## src/common/isa_pkg.sv

```systemverilog
package isa_pkg;

	// fetch geometry
	localparam int SLOT_W = 16;
	localparam int SLOTS = 4;
	localparam int SLOT_IDX_W = $clog2(SLOTS);

	// instruction fields
	localparam int OP_W = 4;
	localparam int OFF_W = 11;
	localparam int REG_W = 4;

	localparam logic [OP_W-1:0] OP_ADD = 4'h1;
	localparam logic [OP_W-1:0] OP_SUB = 4'h2;
	localparam logic [OP_W-1:0] OP_BRANCH = 4'hc;

	// one 16-bit word, read as a branch or as an alu op
	typedef union packed {
		struct packed {
			logic [OP_W-1:0] opcode;
			logic cond;
			// two's complement, relative to the branch address
			logic [OFF_W-1:0] offset;
		} br;
		struct packed {
			logic [OP_W-1:0] opcode;
			logic [REG_W-1:0] rd;
			logic [REG_W-1:0] rs;
			logic [REG_W-1:0] imm;
		} alu;
	} insn_word_u;

endpackage

```

## src/common/lat_pkg.sv

```systemverilog
package lat_pkg;

	// loop address table
	localparam int LAT_ENTRIES = 4;
	localparam int PTR_W = $clog2(LAT_ENTRIES);

	// longest trainable body, also the unroll dividend and stall threshold
	localparam int BUF_DEPTH = 64;
	localparam int CNT_W = 7;

	// execute fsm
	localparam int ST_W = 2;
	localparam logic [ST_W-1:0] ST_IDLE = 2'd0;
	localparam logic [ST_W-1:0] ST_TRAIN = 2'd1;
	localparam logic [ST_W-1:0] ST_DISPATCH = 2'd2;

endpackage

```

## src/hdl/loop_unroll_unit.sv

```systemverilog
`timescale 1ns/1ps

module loop_unroll_unit import isa_pkg::*, lat_pkg::*; (
	input  logic                    clk,
	input  logic                    rst,
	input  logic                    bundle_valid,
	input  logic [SLOT_W-1:0]       fetch_pc,
	input  logic [SLOTS*SLOT_W-1:0] bundle_insts,
	input  logic                    mis_pred,
	output logic [ST_W-1:0]         loop_state,
	output logic                    loop_start,
	output logic                    finish_unroll,
	output logic                    stall_fetch,
	output logic [SLOTS-1:0]        inst_valid
);

	// decode to execute
	logic                  d_valid;
	logic [SLOT_W-1:0]     d_pc;
	logic                  d_bb_hit;
	logic [SLOT_IDX_W-1:0] d_bb_slot;
	logic [SLOT_W-1:0]     d_bb_target;

	// execute to result
	logic                  x_valid;
	logic                  x_start;
	logic                  x_dispatching;
	logic                  x_end_hit;
	logic [SLOT_IDX_W-1:0] x_end_slot;
	logic                  x_finish;

	lat_decode lat_decode_i (
		.clk          (clk),
		.rst          (rst),
		.bundle_valid (bundle_valid),
		.fetch_pc     (fetch_pc),
		.bundle_insts (bundle_insts),
		.d_valid      (d_valid),
		.d_pc         (d_pc),
		.d_bb_hit     (d_bb_hit),
		.d_bb_slot    (d_bb_slot),
		.d_bb_target  (d_bb_target)
	);

	lat_execute lat_execute_i (
		.clk           (clk),
		.rst           (rst),
		.mis_pred      (mis_pred),
		.d_valid       (d_valid),
		.d_pc          (d_pc),
		.d_bb_hit      (d_bb_hit),
		.d_bb_slot     (d_bb_slot),
		.d_bb_target   (d_bb_target),
		.loop_state    (loop_state),
		.x_valid       (x_valid),
		.x_start       (x_start),
		.x_dispatching (x_dispatching),
		.x_end_hit     (x_end_hit),
		.x_end_slot    (x_end_slot),
		.x_finish      (x_finish)
	);

	lat_result lat_result_i (
		.clk           (clk),
		.rst           (rst),
		.x_valid       (x_valid),
		.x_start       (x_start),
		.x_dispatching (x_dispatching),
		.x_end_hit     (x_end_hit),
		.x_end_slot    (x_end_slot),
		.x_finish      (x_finish),
		.inst_valid    (inst_valid),
		.loop_start    (loop_start),
		.finish_unroll (finish_unroll),
		.stall_fetch   (stall_fetch)
	);

endmodule

```

## src/loop_table/lat_decode.sv

```systemverilog
`timescale 1ns/1ps

module lat_decode import isa_pkg::*; (
	input  logic                  clk,
	input  logic                  rst,
	input  logic                  bundle_valid,
	input  logic [SLOT_W-1:0]     fetch_pc,
	input  logic [SLOTS*SLOT_W-1:0] bundle_insts,
	output logic                  d_valid,
	output logic [SLOT_W-1:0]     d_pc,
	output logic                  d_bb_hit,
	output logic [SLOT_IDX_W-1:0] d_bb_slot,
	output logic [SLOT_W-1:0]     d_bb_target
);

	logic                  bb_hit;
	logic [SLOT_IDX_W-1:0] bb_slot;
	logic [SLOT_W-1:0]     bb_target;

	// scan from the top so the lowest slot wins
	always_comb begin
		insn_word_u w;
		logic [SLOT_W-1:0] slot_addr;
		logic [SLOT_W-1:0] off_ext;
		bb_hit = 1'b0;
		bb_slot = '0;
		bb_target = '0;
		for (int i = SLOTS - 1; i >= 0; i--) begin
			w = bundle_insts[i*SLOT_W +: SLOT_W];
			slot_addr = fetch_pc + SLOT_W'(i);
			off_ext = {{(SLOT_W-OFF_W){w.br.offset[OFF_W-1]}}, w.br.offset};
			// negative offset means backward
			if (w.br.opcode == OP_BRANCH && w.br.offset[OFF_W-1]) begin
				bb_hit = 1'b1;
				bb_slot = SLOT_IDX_W'(i);
				bb_target = slot_addr + off_ext;
			end
		end
	end

	always_ff @(posedge clk) begin
		if (rst) begin
			d_valid <= 1'b0;
		end else begin
			d_valid <= bundle_valid;
		end
	end

	always_ff @(posedge clk) begin
		d_pc <= fetch_pc;
		d_bb_hit <= bb_hit;
		d_bb_slot <= bb_slot;
		d_bb_target <= bb_target;
	end

endmodule

```

## src/loop_table/lat_execute.sv

```systemverilog
`timescale 1ns/1ps

module lat_execute import isa_pkg::*, lat_pkg::*; (
	input  logic                  clk,
	input  logic                  rst,
	input  logic                  mis_pred,
	input  logic                  d_valid,
	input  logic [SLOT_W-1:0]     d_pc,
	input  logic                  d_bb_hit,
	input  logic [SLOT_IDX_W-1:0] d_bb_slot,
	input  logic [SLOT_W-1:0]     d_bb_target,
	output logic [ST_W-1:0]       loop_state,
	output logic                  x_valid,
	output logic                  x_start,
	output logic                  x_dispatching,
	output logic                  x_end_hit,
	output logic [SLOT_IDX_W-1:0] x_end_slot,
	output logic                  x_finish
);

	logic [ST_W-1:0] state;

	// loop address table
	logic [LAT_ENTRIES-1:0] ent_valid;
	logic [SLOT_W-1:0]      ent_start [LAT_ENTRIES];
	logic [SLOT_W-1:0]      ent_fall [LAT_ENTRIES];
	logic [CNT_W-1:0]       ent_len [LAT_ENTRIES];
	logic [CNT_W-1:0]       ent_max [LAT_ENTRIES];
	logic [PTR_W-1:0]       wr_ptr;

	logic [SLOT_W-1:0] train_start;
	logic [SLOT_W-1:0] train_fall;
	logic [SLOT_W-1:0] disp_fall;
	logic [CNT_W-1:0]  disp_rem;

	logic              tbl_hit;
	logic              tgt_known;
	logic [PTR_W-1:0]  hit_idx;
	logic [SLOT_W-1:0] br_addr;
	logic [SLOT_W-1:0] br_len;
	logic              br_ok;
	logic              abort;
	logic              disp_now;
	logic              train_close;
	logic              train_load;
	logic              train_write;
	logic [CNT_W-1:0]  train_len;
	logic [CNT_W-1:0]  max_unroll;
	logic [SLOT_W-1:0] end_addr;
	logic [SLOT_W-1:0] end_off;
	logic [CNT_W-1:0]  rem_cur;
	logic [CNT_W-1:0]  rem_next;

	always_comb begin
		tbl_hit = 1'b0;
		tgt_known = 1'b0;
		hit_idx = '0;
		for (int i = 0; i < LAT_ENTRIES; i++) begin
			if (ent_valid[i] && ent_start[i] == d_pc) begin
				tbl_hit = 1'b1;
				hit_idx = i[PTR_W-1:0];
			end
			if (ent_valid[i] && ent_start[i] == d_bb_target) begin
				tgt_known = 1'b1;
			end
		end
	end

	// candidate loop from the decoded backward branch
	assign br_addr = d_pc + SLOT_W'(d_bb_slot);
	assign br_len = br_addr + SLOT_W'(1) - d_bb_target;
	assign br_ok = d_valid && d_bb_hit && !tgt_known && br_len != '0 &&
		br_len <= SLOT_W'(BUF_DEPTH);

	assign abort = mis_pred && state != ST_IDLE;
	assign x_start = d_valid && tbl_hit && state != ST_DISPATCH && !abort;
	assign disp_now = x_start || (state == ST_DISPATCH && !abort);

	assign train_close = state == ST_TRAIN && d_valid && d_bb_hit &&
		br_addr == train_fall - SLOT_W'(1);
	assign train_write = train_close && !abort && !x_start;
	assign train_load = br_ok && !abort && !x_start &&
		(state == ST_IDLE || (state == ST_TRAIN && !train_close));
	assign train_len = CNT_W'(train_fall - train_start);
	assign max_unroll = CNT_W'(BUF_DEPTH) / train_len;

	// first bundle takes its loop end from the table entry itself
	assign end_addr = x_start ? d_pc + SLOT_W'(ent_len[hit_idx]) - SLOT_W'(1) :
		disp_fall - SLOT_W'(1);
	assign end_off = end_addr - d_pc;
	assign rem_cur = x_start ? ent_max[hit_idx] : disp_rem;
	assign rem_next = x_end_hit ? rem_cur - CNT_W'(1) : rem_cur;

	assign x_valid = d_valid;
	assign x_dispatching = disp_now;
	assign x_end_hit = disp_now && d_valid && end_off < SLOT_W'(SLOTS);
	assign x_end_slot = end_off[SLOT_IDX_W-1:0];
	assign x_finish = x_end_hit && rem_next == '0;
	assign loop_state = state;

	always_ff @(posedge clk) begin
		if (rst) begin
			state <= ST_IDLE;
			ent_valid <= '0;
			wr_ptr <= '0;
		end else begin
			case (state)
				ST_IDLE: begin
					if (x_start)
						state <= ST_DISPATCH;
					else if (train_load)
						state <= ST_TRAIN;
				end
				ST_TRAIN: begin
					if (abort) begin
						state <= ST_IDLE;
					end else if (x_start) begin
						state <= ST_DISPATCH;
					end else if (train_write) begin
						ent_valid[wr_ptr] <= 1'b1;
						wr_ptr <= wr_ptr + PTR_W'(1);
						state <= ST_IDLE;
					end
				end
				ST_DISPATCH: begin
					if (abort || x_finish)
						state <= ST_IDLE;
				end
				default: state <= ST_IDLE;
			endcase
		end
	end

	always_ff @(posedge clk) begin
		if (train_load) begin
			train_start <= d_bb_target;
			train_fall <= br_addr + SLOT_W'(1);
		end
		if (train_write) begin
			ent_start[wr_ptr] <= train_start;
			ent_fall[wr_ptr] <= train_fall;
			ent_len[wr_ptr] <= train_len;
			ent_max[wr_ptr] <= max_unroll;
		end
		if (x_start)
			disp_fall <= ent_fall[hit_idx];
		if (disp_now)
			disp_rem <= rem_next;
	end

endmodule

```

## src/loop_table/lat_result.sv

```systemverilog
`timescale 1ns/1ps

module lat_result import isa_pkg::*, lat_pkg::*; (
	input  logic                  clk,
	input  logic                  rst,
	input  logic                  x_valid,
	input  logic                  x_start,
	input  logic                  x_dispatching,
	input  logic                  x_end_hit,
	input  logic [SLOT_IDX_W-1:0] x_end_slot,
	input  logic                  x_finish,
	output logic [SLOTS-1:0]      inst_valid,
	output logic                  loop_start,
	output logic                  finish_unroll,
	output logic                  stall_fetch
);

	logic [SLOTS-1:0]    mask;
	logic [SLOT_IDX_W:0] mask_ones;
	logic [CNT_W-1:0]    cnt;
	logic [CNT_W-1:0]    cnt_base;
	logic [CNT_W:0]      cnt_sum;
	logic                cnt_full;

	// slots past the loop-closing branch are dropped
	always_comb begin
		if (!x_valid)
			mask = '0;
		else if (x_end_hit)
			mask = {SLOTS{1'b1}} >> (SLOT_IDX_W'(SLOTS - 1) - x_end_slot);
		else
			mask = '1;
	end

	always_comb begin
		mask_ones = '0;
		for (int i = 0; i < SLOTS; i++)
			mask_ones = mask_ones + (SLOT_IDX_W+1)'(mask[i]);
	end

	assign cnt_base = x_start ? '0 : cnt;
	assign cnt_sum = {1'b0, cnt_base} + (CNT_W+1)'(mask_ones);
	assign cnt_full = cnt_sum >= (CNT_W+1)'(BUF_DEPTH);

	always_ff @(posedge clk) begin
		if (rst) begin
			inst_valid <= '0;
			loop_start <= 1'b0;
			finish_unroll <= 1'b0;
			stall_fetch <= 1'b0;
			cnt <= '0;
		end else begin
			inst_valid <= mask;
			loop_start <= x_start;
			finish_unroll <= x_finish;
			if (!x_dispatching || x_finish) begin
				cnt <= '0;
				stall_fetch <= 1'b0;
			end else begin
				// saturate at the buffer depth
				cnt <= cnt_full ? CNT_W'(BUF_DEPTH) : cnt_sum[CNT_W-1:0];
				stall_fetch <= cnt_full;
			end
		end
	end

endmodule
```

## config.mk

```make
export PLATFORM = sky130hd
export DESIGN_NAME = loop_unroll_unit
export DESIGN_NICKNAME = d
export VERILOG_FILES = /design/src/common/isa_pkg.sv /design/src/common/lat_pkg.sv /design/src/hdl/loop_unroll_unit.sv /design/src/loop_table/lat_decode.sv /design/src/loop_table/lat_execute.sv /design/src/loop_table/lat_result.sv
export SDC_FILE = /design/constraint.sdc
export NUM_CORES = 1
export LEC_CHECK = 0
export ABC_CLOCK_PERIOD_IN_PS = 9500
export BUFFER_PORTS_ARGS = -buffer_cell sky130_fd_sc_hd__clkbuf_2
export CORE_UTILIZATION = 45
export CTS_BUF_LIST = sky130_fd_sc_hd__clkbuf_16
export CTS_CLUSTER_DIAMETER = 60
export DETAILED_ROUTE_END_ITERATION = 8
export GPL_TIMING_DRIVEN = 0
export PLACE_DENSITY = 0.69
export SLEW_MARGIN = 25
export SYNTH_ARGS = -nofsm -noshare
export SYNTH_HDL_FRONTEND = slang
export SYNTH_SLANG_ARGS = --single-unit
```

## constraint.sdc

```tcl
create_clock -name clk -period 9.5 [get_ports clk]
set_clock_uncertainty 0.1 [all_clocks]
set_input_delay 1.9 -clock clk [delete_from_list [all_inputs] [get_ports clk]]
set_output_delay 1.9 -clock clk [all_outputs]
set_load 0.005 [all_outputs]
```

==> results of run 1 <==
-- stage by stage --
stage          utilization  cell area, sq um  hold WS, ps  power, mW  instances
5_1_grt              0.548             24900          332       3.28       2957
4_1_cts              0.536             24300          325       3.16       2923
6_report             0.548             24900          325       3.17       2957
2_1_floorplan            -             20800          306       1.79       2076
3_3_place_gp         0.485             22000          312       1.90       2763
3_5_place_dp         0.488             22100          311       1.92       2771
-- logic make-up after synthesis --
logic type | count (synthesis) | share of synthesized area
compound gates | 406 | 0.126
xor+xnor | 302 | 0.131
fa+ha+maj | 198 | 0.123
buf+inv | 194 | 0.0387
flops | 297 | 0.403
mux | 42 | 0.0210
simple gates | 637 | 0.158
-- registers in the layout, indices dropped and copies added (netlist names), 28 cells and up --
signal,cells
lat_execute_i.ent_max,28
lat_execute_i.ent_fall,64
lat_execute_i.ent_len,28
lat_execute_i.ent_start,64
-- critical path: cells and delay by family, from the launching register on --
kind                     cells  cell delay [ps]
AND/OR/NAND/NOR             13             3020
XOR/XNOR                     1              190
AO/OA/AOI/OAI               13             2510
buffers and inverters       28             2550
multiplexers                 1              180
flip-flops                   1              470
adder cells (fa/ha/maj)      3              740
-- power by group --
part           internal (mW)  total, mW  switching (mW)
Clock                  0.700       1.24           0.540
Combinational          0.220      0.518           0.297
Sequential              1.40       1.41          0.0116
Total                   2.32       3.17           0.849
-- final timing paths --
kind / to / start / slack, ps
min reg2reg: lat_execute_i.train_start[7] / lat_decode_i.d_bb_target[7] / 330
min: lat_execute_i.train_start[7] / lat_decode_i.d_bb_target[7] / 330
max: lat_result_i.inst_valid[3] / lat_execute_i.ent_start[1][11] / -400
max reg2reg: lat_result_i.inst_valid[3] / lat_execute_i.ent_start[1][11] / -400
-- Yosys cell counts, drive strengths merged, types with 32 or more instances --
cell type  instances
ha               186
nand3             53
clkbuf            51
xor2             104
mux2i             33
nor4              32
nand2            145
nor2b             32
edfxtp           239
nor2             152
o21ai            110
xnor2            197
nand4             40
inv              118
nor3              51
a21oi            113
dfxtp             58
-- layout make-up --
type                            count  area (sq um)  share of cell area
Multi-Input combinational cell   1585         12200               0.491
Sequential cell                   297          8350               0.336
Timing Repair Buffer              222          1570              0.0632
Clock buffer                       36           901              0.0362
Tap cell                          600           751              0.0302
Inverter                          120           455              0.0183
Buffer                             71           454              0.0183
Clock inverter                     26           173             0.00694
-- routing by layer --
layer | track usage | vias to the layer above | part of all wire
met5 | 0 | - | 0
met4 | 0.119 | 0 | 0.046
met3 | 0.0307 | 141 | 0.058
met2 | 0.442 | 645 | 0.48
met1 | 0.324 | 8202 | 0.42
li1 | - | 8082 | -
-- repair_timing --
action / in CTS / in global routing
endpoints found under the setup margin: 17 / 13
buffers inserted: 93 / 34
pin swaps: 57 / 61
resized for setup: 109 / 70
==> impl_metrics.env, run 1 <==
export IMPL_drt_pass1_iter_count=6
export IMPL_clk_transition_reported_paths_ps=60
export IMPL_synth_main_ff_cell="edfxtp_1"
export IMPL_numCtsBuffers=35
export IMPL_floorplan_initialDensity=0.456
export IMPL_place_port_buffers=87
export IMPL_netlist_instances=2076
export IMPL_dp_hpwl_um=46000
export IMPL_coreArea_sq_um=45400
export IMPL_synth_area_leaders="edfxtp_1 35%, ha_1 11%, xnor2_1 8.1%, dfxtp_1 5.6%, xor2_1 4.4%"
export IMPL_violated_checks="negative setup slack"
export IMPL_max_cap_violations=0
export IMPL_worst_ep_arrival_time_ps=10210
export IMPL_post_synth_edffs=239
export IMPL_synthArstFlopShare=0
export IMPL_syn_to_final_growth_pct=20.2
export IMPL_die_area_sq_um=46900
export IMPL_grt_max_degree=36
export IMPL_via_count_of_the_first_global_routing_pass=16700
export IMPL_peakVddDrop_v=0.000113
export IMPL_floorplan_die_height_um=216
export IMPL_drt_vias_per_instance=5.77
export IMPL_worst_endpoint_required_ps=9810
export IMPL_fin_tns_setup_ps=-2980
export IMPL_number_of_antenna_violations_at_the_first_check_in_global_routing=0
export IMPL_synth_seq_cells=297
export IMPL_cts_hold_fix_buffers=0
export IMPL_worst_slew_pin_slew_ps=905
export IMPL_hold_path_class="register to register"
export IMPL_synth_top_cell_area_share=0.347
export IMPL_fp_row_count=78
export IMPL_cell_depth_of_the_worst_min_delay_path=0
export IMPL_netlist_area_sq_um=20700
export IMPL_cp_slowest_cell="or4_4"
export IMPL_diodes=0
export IMPL_max_slew_margin=0.395
export IMPL_cellPowerDensity_nw_per_um2=127
export IMPL_cts_htree_levels=2
export IMPL_clockBufferDepth=3
export IMPL_grt_pass1_wl_um=93000
export IMPL_leakage_nw=9.54
export IMPL_routabilityCongestion=0.946
export IMPL_detailedRoute_firstIterationViolations=1205
export IMPL_setup_viol=11
export IMPL_synth_top_cell_by_area="edfxtp_1"
export IMPL_netlist_cell_type_count=86
export IMPL_drv_slew=0
export IMPL_floorplan_io_pins=93
export IMPL_layout_setup_ws_ps=-398
export IMPL_crit_type="register to register"
export IMPL_layout_cells_most_common_list="239 x edfxtp_1, 187 x xnor2_1, 171 x ha_1"
export IMPL_drt_antenna_violating_nets=0
export IMPL_run_status="complete, but fails checks"
export IMPL_grt_overflow_total=0
export IMPL_postSynthAreaPerCell_sq_um=9.97
export IMPL_numClockSinks=297
export IMPL_critical_path_max_fanout=4
export IMPL_finalWirelength_um=61600
export IMPL_critical_path_max_stage_delay_ps=600
export IMPL_filler_cell_count=3860
export IMPL_hold_violations=0
export IMPL_grt_setup_unrepaired="true"
export IMPL_cp_start_kind="register"
export IMPL_timing_critical_path_to_type="register"
export IMPL_cp_dominant_cell_by_count="buf_4"
export IMPL_reg2reg_depth=59
export IMPL_post_route_period_util=1.04
export IMPL_minimum_clock_period_ps=9900
export IMPL_cts_root_buf="clkbuf_16"
export IMPL_ys_seq_area_frac=0.403
export IMPL_synthesis_yosys_warnings=0
export IMPL_wl_per_instance_um=20.8
export IMPL_worst_setup_slack_after_placement_ps=-2340
export IMPL_max_clock_freq_ghz=0.101
export IMPL_die_width_um=216
export IMPL_clk_insertion_delay_late_ps=530
export IMPL_share_of_layout_cells_above_drive_strength_1=0.198
export IMPL_final_common_cell="edfxtp_1"
export IMPL_via_count=17100
export IMPL_cts_tree="yes"
export IMPL_grt_total_usage=0.258
export IMPL_drc_errors=0
export IMPL_mappedNetlistNets=2356
export IMPL_layout_net_count=2612
(Power assumes the default switching activity.)
==> inputs of run 2 (changes only) <==
Settings changed: CELL_PAD_IN_SITES_DETAIL_PLACEMENT set to 0, CELL_PAD_IN_SITES_GLOBAL_PLACEMENT set to 2, CORE_UTILIZATION 45 to 37, PLACE_DENSITY 0.69 to unset, PLACE_DENSITY_LB_ADDON set to 0.1.
==> impl_metrics.env, run 2 (synthesis results as in run 1) <==
export IMPL_drt_vias_per_instance=5.33
export IMPL_grt_setup_unrepaired="true"
export IMPL_max_slew_margin=0.313
export IMPL_grt_overflow_total=0
export IMPL_power_report_internal_total_mw=2.48
export IMPL_detailedRoute_firstIterationViolations=1076
export IMPL_hold_path_class="register to register"
export IMPL_power_share_sequential=0.419
export IMPL_critical_path_max_stage_delay_ps=520
export IMPL_critical_path_max_fanout=4
export IMPL_clockBufferDepth=3
export IMPL_die_area_sq_um=56900
export IMPL_worst_setup_slack_after_placement_ps=-2780
export IMPL_filler_cell_count=5255
export IMPL_place_port_buffers=87
export IMPL_cell_depth_of_the_worst_min_delay_path=0
export IMPL_minimum_clock_period_ps=9630
export IMPL_timing_critical_path_to_type="register"
export IMPL_worst_endpoint_required_ps=9880
export IMPL_drt_pass1_iter_count=5
export IMPL_worst_slew_pin_slew_ps=1020
export IMPL_leakage_nw=9.48
export IMPL_syn_to_final_growth_pct=21.7
export IMPL_power_combinational_fraction=0.154
export IMPL_max_clock_freq_ghz=0.104
export IMPL_crit_type="register to register"
export IMPL_hold_violations=0
export IMPL_grt_total_usage=0.230
export IMPL_peakVddDrop_v=0.000119
export IMPL_violated_checks="negative setup slack"
export IMPL_via_count_of_the_first_global_routing_pass=15800
export IMPL_place_area_sq_um=22300
export IMPL_layout_cells_most_common_list="239 x edfxtp_1, 189 x xnor2_1, 167 x ha_1"
export IMPL_clkPwrFrac=0.427
export IMPL_cellPowerDensity_nw_per_um2=134
export IMPL_diodes=0
export IMPL_floorplan_initialDensity=0.375
export IMPL_cpLargestDelayFamily="simple AND/OR/NAND/NOR gates"
export IMPL_grt_max_degree=25
export IMPL_hold_slack_ps=331
export IMPL_worst_ep_arrival_time_ps=10020
export IMPL_critical_path_reg2reg_endpoint="lat_result_i.cnt[5]"
export IMPL_biggestRegsByFlops="lat_execute_i.ent_fall (64), lat_execute_i.ent_start (64)"
export IMPL_switching_share=0.264
export IMPL_number_of_antenna_violations_at_the_first_check_in_global_routing=2
export IMPL_destination_of_the_worst_hold_path="lat_execute_i.train_start[3]"
export IMPL_stdcell_area_sq_um=25200
export IMPL_drv_slew=0
export IMPL_final_common_cell="edfxtp_1"
export IMPL_numCtsBuffers=37
export IMPL_crit_reg2reg_launch="lat_execute_i.ent_start[1][11]"
export IMPL_drt_antenna_violating_nets=0
export IMPL_via_count=16400
export IMPL_coreArea_sq_um=55200
export IMPL_cp_start_kind="register"
export IMPL_cp_slowest_cell="or4_4"
export IMPL_layout_setup_ws_ps=-135
export IMPL_drc_errors=0
export IMPL_final_instance_count_excl_fill=3076
export IMPL_design_power_total_mw=3.36
export IMPL_hold_start="lat_decode_i.d_bb_target[3]"
export IMPL_cts_htree_levels=2
export IMPL_floorplan_die_height_um=239
export IMPL_r2r_setup_slack_ps=-130
export IMPL_reg2reg_depth=43
export IMPL_routabilityCongestion=0.875
export IMPL_run_status="complete, but fails checks"
export IMPL_setup_viol=6
export IMPL_post_route_period_util=1.01
export IMPL_power_switching_uw=887
export IMPL_finalWirelength_um=65600
export IMPL_numPlacedInstances=2921
export IMPL_cts_root_buf="clkbuf_16"
export IMPL_share_of_layout_cells_above_drive_strength_1=0.196
export IMPL_cp_dominant_cell_by_count="a21o_1"
export IMPL_die_width_um=239
export IMPL_grt_pass1_wl_um=96900
export IMPL_numClockSinks=297
export IMPL_max_cap_violations=0
export IMPL_floorplan_io_pins=93
export IMPL_critical_path_buf_inv_count=4
export IMPL_layout_net_count=2579
export IMPL_clk_insertion_delay_late_ps=550
export IMPL_cts_tree="yes"
export IMPL_dp_hpwl_um=51500
export IMPL_wl_per_instance_um=21.3
export IMPL_clk_transition_reported_paths_ps=60
export IMPL_fp_row_count=86
run 2: cell types whose count changed in the layout (fill, tap and decap cells not counted), moves of 4 or more:
cell / change
a21oi_1: -5
clkinv_2: -4
clkbuf_16: +4
ha_1: -4
ha_4: +5
buf_4: -30
buf_6: -5
a21oi_4: +4
inv_6: +5
run 2: cell type report:
class / instances / area [sq um] / share of cell area
multi-input combinational: 1585 / 12400 / 0.494
sequential: 297 / 8360 / 0.332
timing repair buffer: 188 / 1290 / 0.0512
clock buffer: 40 / 1000 / 0.0397
tap: 748 / 936 / 0.0372
inverter: 120 / 464 / 0.0184
buffer: 70 / 444 / 0.0176
clock inverter: 28 / 259 / 0.0103
run 2: repair_timing:
action                     4_1_cts  5_1_grt
hold buffers                     0        0
pin swaps                       87       56
setup endpoints to repair       28       12
resized for setup              141       68
setup buffers                   63       28
run 2: layer usage:
metal  share of wire  vias to the layer above  GRT usage
met2            0.48                      366      0.388
met5               0                        -          0
met4           0.025                        0     0.0655
li1                -                     8029          -
met3           0.044                       73     0.0256
met1            0.45                     7924      0.311
run 2: stage by stage:
stage | TNS [ps] | utilization
2_1_floorplan | 0 | -
3_3_place_gp | -70490 | 0.402
3_5_place_dp | -32940 | 0.405
4_1_cts | -2940 | 0.447
5_1_grt | -5420 | 0.456
6_report | -524 | 0.456
run 2: how the worst max path moves through the flow:
| stage | startpoint | to | cells after the start |
|---|---|---|---|
| 3_5_place_dp | lat_decode_i.d_pc[0] | lat_result_i.cnt[4] | 43 |
| 3_3_place_gp | lat_decode_i.d_pc[0] | lat_result_i.cnt[4] | 42 |
| 6_report | lat_execute_i.ent_start[1][11] | lat_result_i.cnt[5] | 43 |
| 2_1_floorplan | lat_execute_i.train_fall[0] | lat_execute_i.ent_max[0][0] | 56 |
| 5_1_grt | lat_execute_i.train_fall[0] | lat_execute_i.ent_max[2][0] | 55 |
| 4_1_cts | lat_decode_i.d_pc[11] | lat_result_i.cnt[4] | 43 |
run 2: power groups by stage:
stage                     Clock (mW)  Combinational, mW  Sequential [mW]
after floorplan                    0              0.357             1.43
after global placement             0              0.485             1.44
after detailed placement           0              0.488             1.44
after CTS                       1.46              0.508             1.41
after global routing            1.51              0.574             1.41
final                           1.43              0.518             1.41
==> inputs of run 3 (changes only) <==
Settings changed: CORE_UTILIZATION 37 to 38, CTS_BUF_LIST sky130_fd_sc_hd__clkbuf_16 to sky130_fd_sc_hd__clkbuf_8.
==> impl_metrics.env, run 3 (synthesis results as in run 1) <==
export IMPL_post_route_period_util=1.02
export IMPL_share_of_layout_cells_above_drive_strength_1=0.211
export IMPL_worst_endpoint_required_ps=9990
export IMPL_cp_slowest_cell="or4_1"
export IMPL_final_common_cell="edfxtp_1"
export IMPL_design_power_total_mw=3.28
export IMPL_cell_depth_of_the_worst_min_delay_path=0
export IMPL_grt_total_usage=0.239
export IMPL_coreArea_sq_um=53800
export IMPL_cts_tree="yes"
export IMPL_finalWirelength_um=66600
export IMPL_critical_path_reg2reg_endpoint="lat_result_i.cnt[5]"
export IMPL_place_port_buffers=87
export IMPL_cellPowerDensity_nw_per_um2=130
export IMPL_cpLargestDelayFamily="simple AND/OR/NAND/NOR gates"
export IMPL_layout_net_count=2609
export IMPL_hold_slack_ps=324
export IMPL_minimum_clock_period_ps=9690
export IMPL_area_used_by_multi_input_combinational_logic_sq_um=12400
export IMPL_via_count=16600
export IMPL_number_of_antenna_violations_at_the_first_check_in_global_routing=2
export IMPL_drc_errors=0
export IMPL_reg2reg_depth=43
export IMPL_floorplan_io_pins=93
export IMPL_critical_path_max_stage_delay_ps=510
export IMPL_fp_row_count=85
export IMPL_grt_overflow_total=0
export IMPL_clk_insertion_delay_late_ps=670
export IMPL_cts_htree_levels=2
export IMPL_max_clock_freq_ghz=0.103
export IMPL_met1_usage=0.324
export IMPL_cp_start_kind="register"
export IMPL_layout_setup_ws_ps=-191
export IMPL_drt_antenna_violating_nets=0
export IMPL_drt_vias_per_instance=5.40
export IMPL_routabilityCongestion=0.918
export IMPL_biggestRegsByFlops="lat_execute_i.ent_fall (64), lat_execute_i.ent_start (64)"
export IMPL_drv_slew=0
export IMPL_gr_usage_met3=0.0269
export IMPL_use_met2=0.404
export IMPL_numClockSinks=297
export IMPL_cp_dominant_cell_by_count="nor2_1"
export IMPL_clk_transition_reported_paths_ps=60
export IMPL_worst_ep_arrival_time_ps=10180
export IMPL_critical_path_max_fanout=6
export IMPL_die_area_sq_um=55400
export IMPL_die_width_um=235
export IMPL_r2r_setup_slack_ps=-190
export IMPL_peakVddDrop_v=0.0000975
export IMPL_worst_setup_slack_after_placement_ps=-2970
export IMPL_hold_violations=0
export IMPL_destination_of_the_worst_hold_path="lat_execute_i.train_start[8]"
export IMPL_grt_setup_unrepaired="true"
export IMPL_max_cap_violations=0
export IMPL_hold_path_class="register to register"
export IMPL_crit_type="register to register"
export IMPL_global_route_peak_usage_layer="met2"
export IMPL_worstSetupPathDepth=43
export IMPL_violated_checks="negative setup slack"
export IMPL_timing_critical_path_to_type="register"
export IMPL_filler_cell_count=5160
export IMPL_cts_root_buf="clkbuf_8"
export IMPL_critical_path_buf_inv_count=5
export IMPL_leakage_nw=9.57
export IMPL_grt_pass1_wl_um=99900
export IMPL_grt_max_degree=28
export IMPL_worst_slew_pin_slew_ps=1000
export IMPL_crit_reg2reg_launch="lat_execute_i.ent_start[1][11]"
export IMPL_regArea_sq_um=8350
export IMPL_syn_to_final_growth_pct=21.7
export IMPL_hold_start="lat_decode_i.d_bb_target[8]"
export IMPL_run_status="complete, but fails checks"
export IMPL_layout_cells_most_common_list="239 x edfxtp_1, 188 x xnor2_1, 164 x ha_1"
export IMPL_floorplan_die_height_um=235
export IMPL_max_slew_margin=0.332
export IMPL_via_count_of_the_first_global_routing_pass=16300
export IMPL_detailedRoute_firstIterationViolations=1047
export IMPL_dp_hpwl_um=51000
export IMPL_clockBufferDepth=3
export IMPL_setup_viol=10
export IMPL_wl_per_instance_um=21.7
export IMPL_numCtsBuffers=53
export IMPL_drt_pass1_iter_count=5
export IMPL_floorplan_initialDensity=0.385
export IMPL_utilization=0.468
run 3: cell count changes in the layout (fill, tap and decap cells not counted), moves of 5 or more:
cell	delta
clkbuf_8	+59
clkbuf_16	-40
buf_6	+19
clkinv_2	+12
inv_1	+7
dfxtp_1	+6
dfxtp_2	-5
run 3: worst max-delay path by stage:
| stage | from | to | slack (ps) |
|---|---|---|---|
| after floorplan | lat_execute_i.train_fall[0] | lat_execute_i.ent_max[0][0] | 0.8 |
| after global placement | lat_decode_i.d_pc[0] | lat_result_i.cnt[4] | -3740 |
| after detailed placement | lat_decode_i.d_pc[0] | lat_result_i.cnt[4] | -2970 |
| after CTS | lat_decode_i.d_pc[11] | lat_result_i.cnt[5] | -460 |
| after global routing | lat_execute_i.ent_start[1][11] | lat_result_i.cnt[4] | -610 |
| final | lat_execute_i.ent_start[1][11] | lat_result_i.cnt[5] | -190 |
run 3: worst reg2reg max path: cells and delay by family (launching register included):
family          cells  cell delay [ps]
simple gates       14             3630
compound gates     13             2230
fa+ha+maj           7             1960
buf+inv             5              600
xor+xnor            3              500
flops               1              480
mux                 1              180
run 3: what timing repair did:
item / in CTS / in global routing
buffers inserted: 103 / 23
hold buffers: 0 / 0
pin swaps: 82 / 60
setup endpoints to repair: 28 / 13
cloned: 0 / 0
gates resized for setup: 152 / 64
run 3: metal layers:
layer | vias to the layer above | share of wire | wire length (um)
met4 | 0 | 0.025 | 1680
li1 | 8093 | - | -
met1 | 8038 | 0.45 | 30300
met2 | 347 | 0.48 | 31800
met3 | 97 | 0.042 | 2810
met5 | - | 0 | 0
run 3: power by group:
group	switching, mW	leakage (nW)	total (mW)	internal, mW
Clock	0.586	0.657	1.35	0.766
Combinational	0.295	6.27	0.513	0.218
Sequential	0.0121	2.65	1.41	1.40
run 3: layout make-up:
type / instances / area share
Clock inverter: 42 / 0.0160
Sequential cell: 297 / 0.331
Tap cell: 696 / 0.0346
Clock buffer: 58 / 0.0317
Buffer: 69 / 0.0171
Inverter: 120 / 0.0181
Multi-Input combinational cell: 1585 / 0.493
Timing Repair Buffer: 203 / 0.0581
Antenna cell: 1 / 0.0000993
run 3: stage by stage:
step | setup TNS (ps) | instance area, sq um | instances
floorplan | 0 | 20800 | 2076
global placement | -65430 | 22100 | 2859
detailed placement | -35710 | 22300 | 2868
CTS | -2590 | 24700 | 3050
global route | -5880 | 25200 | 3071
finish | -743 | 25200 | 3071
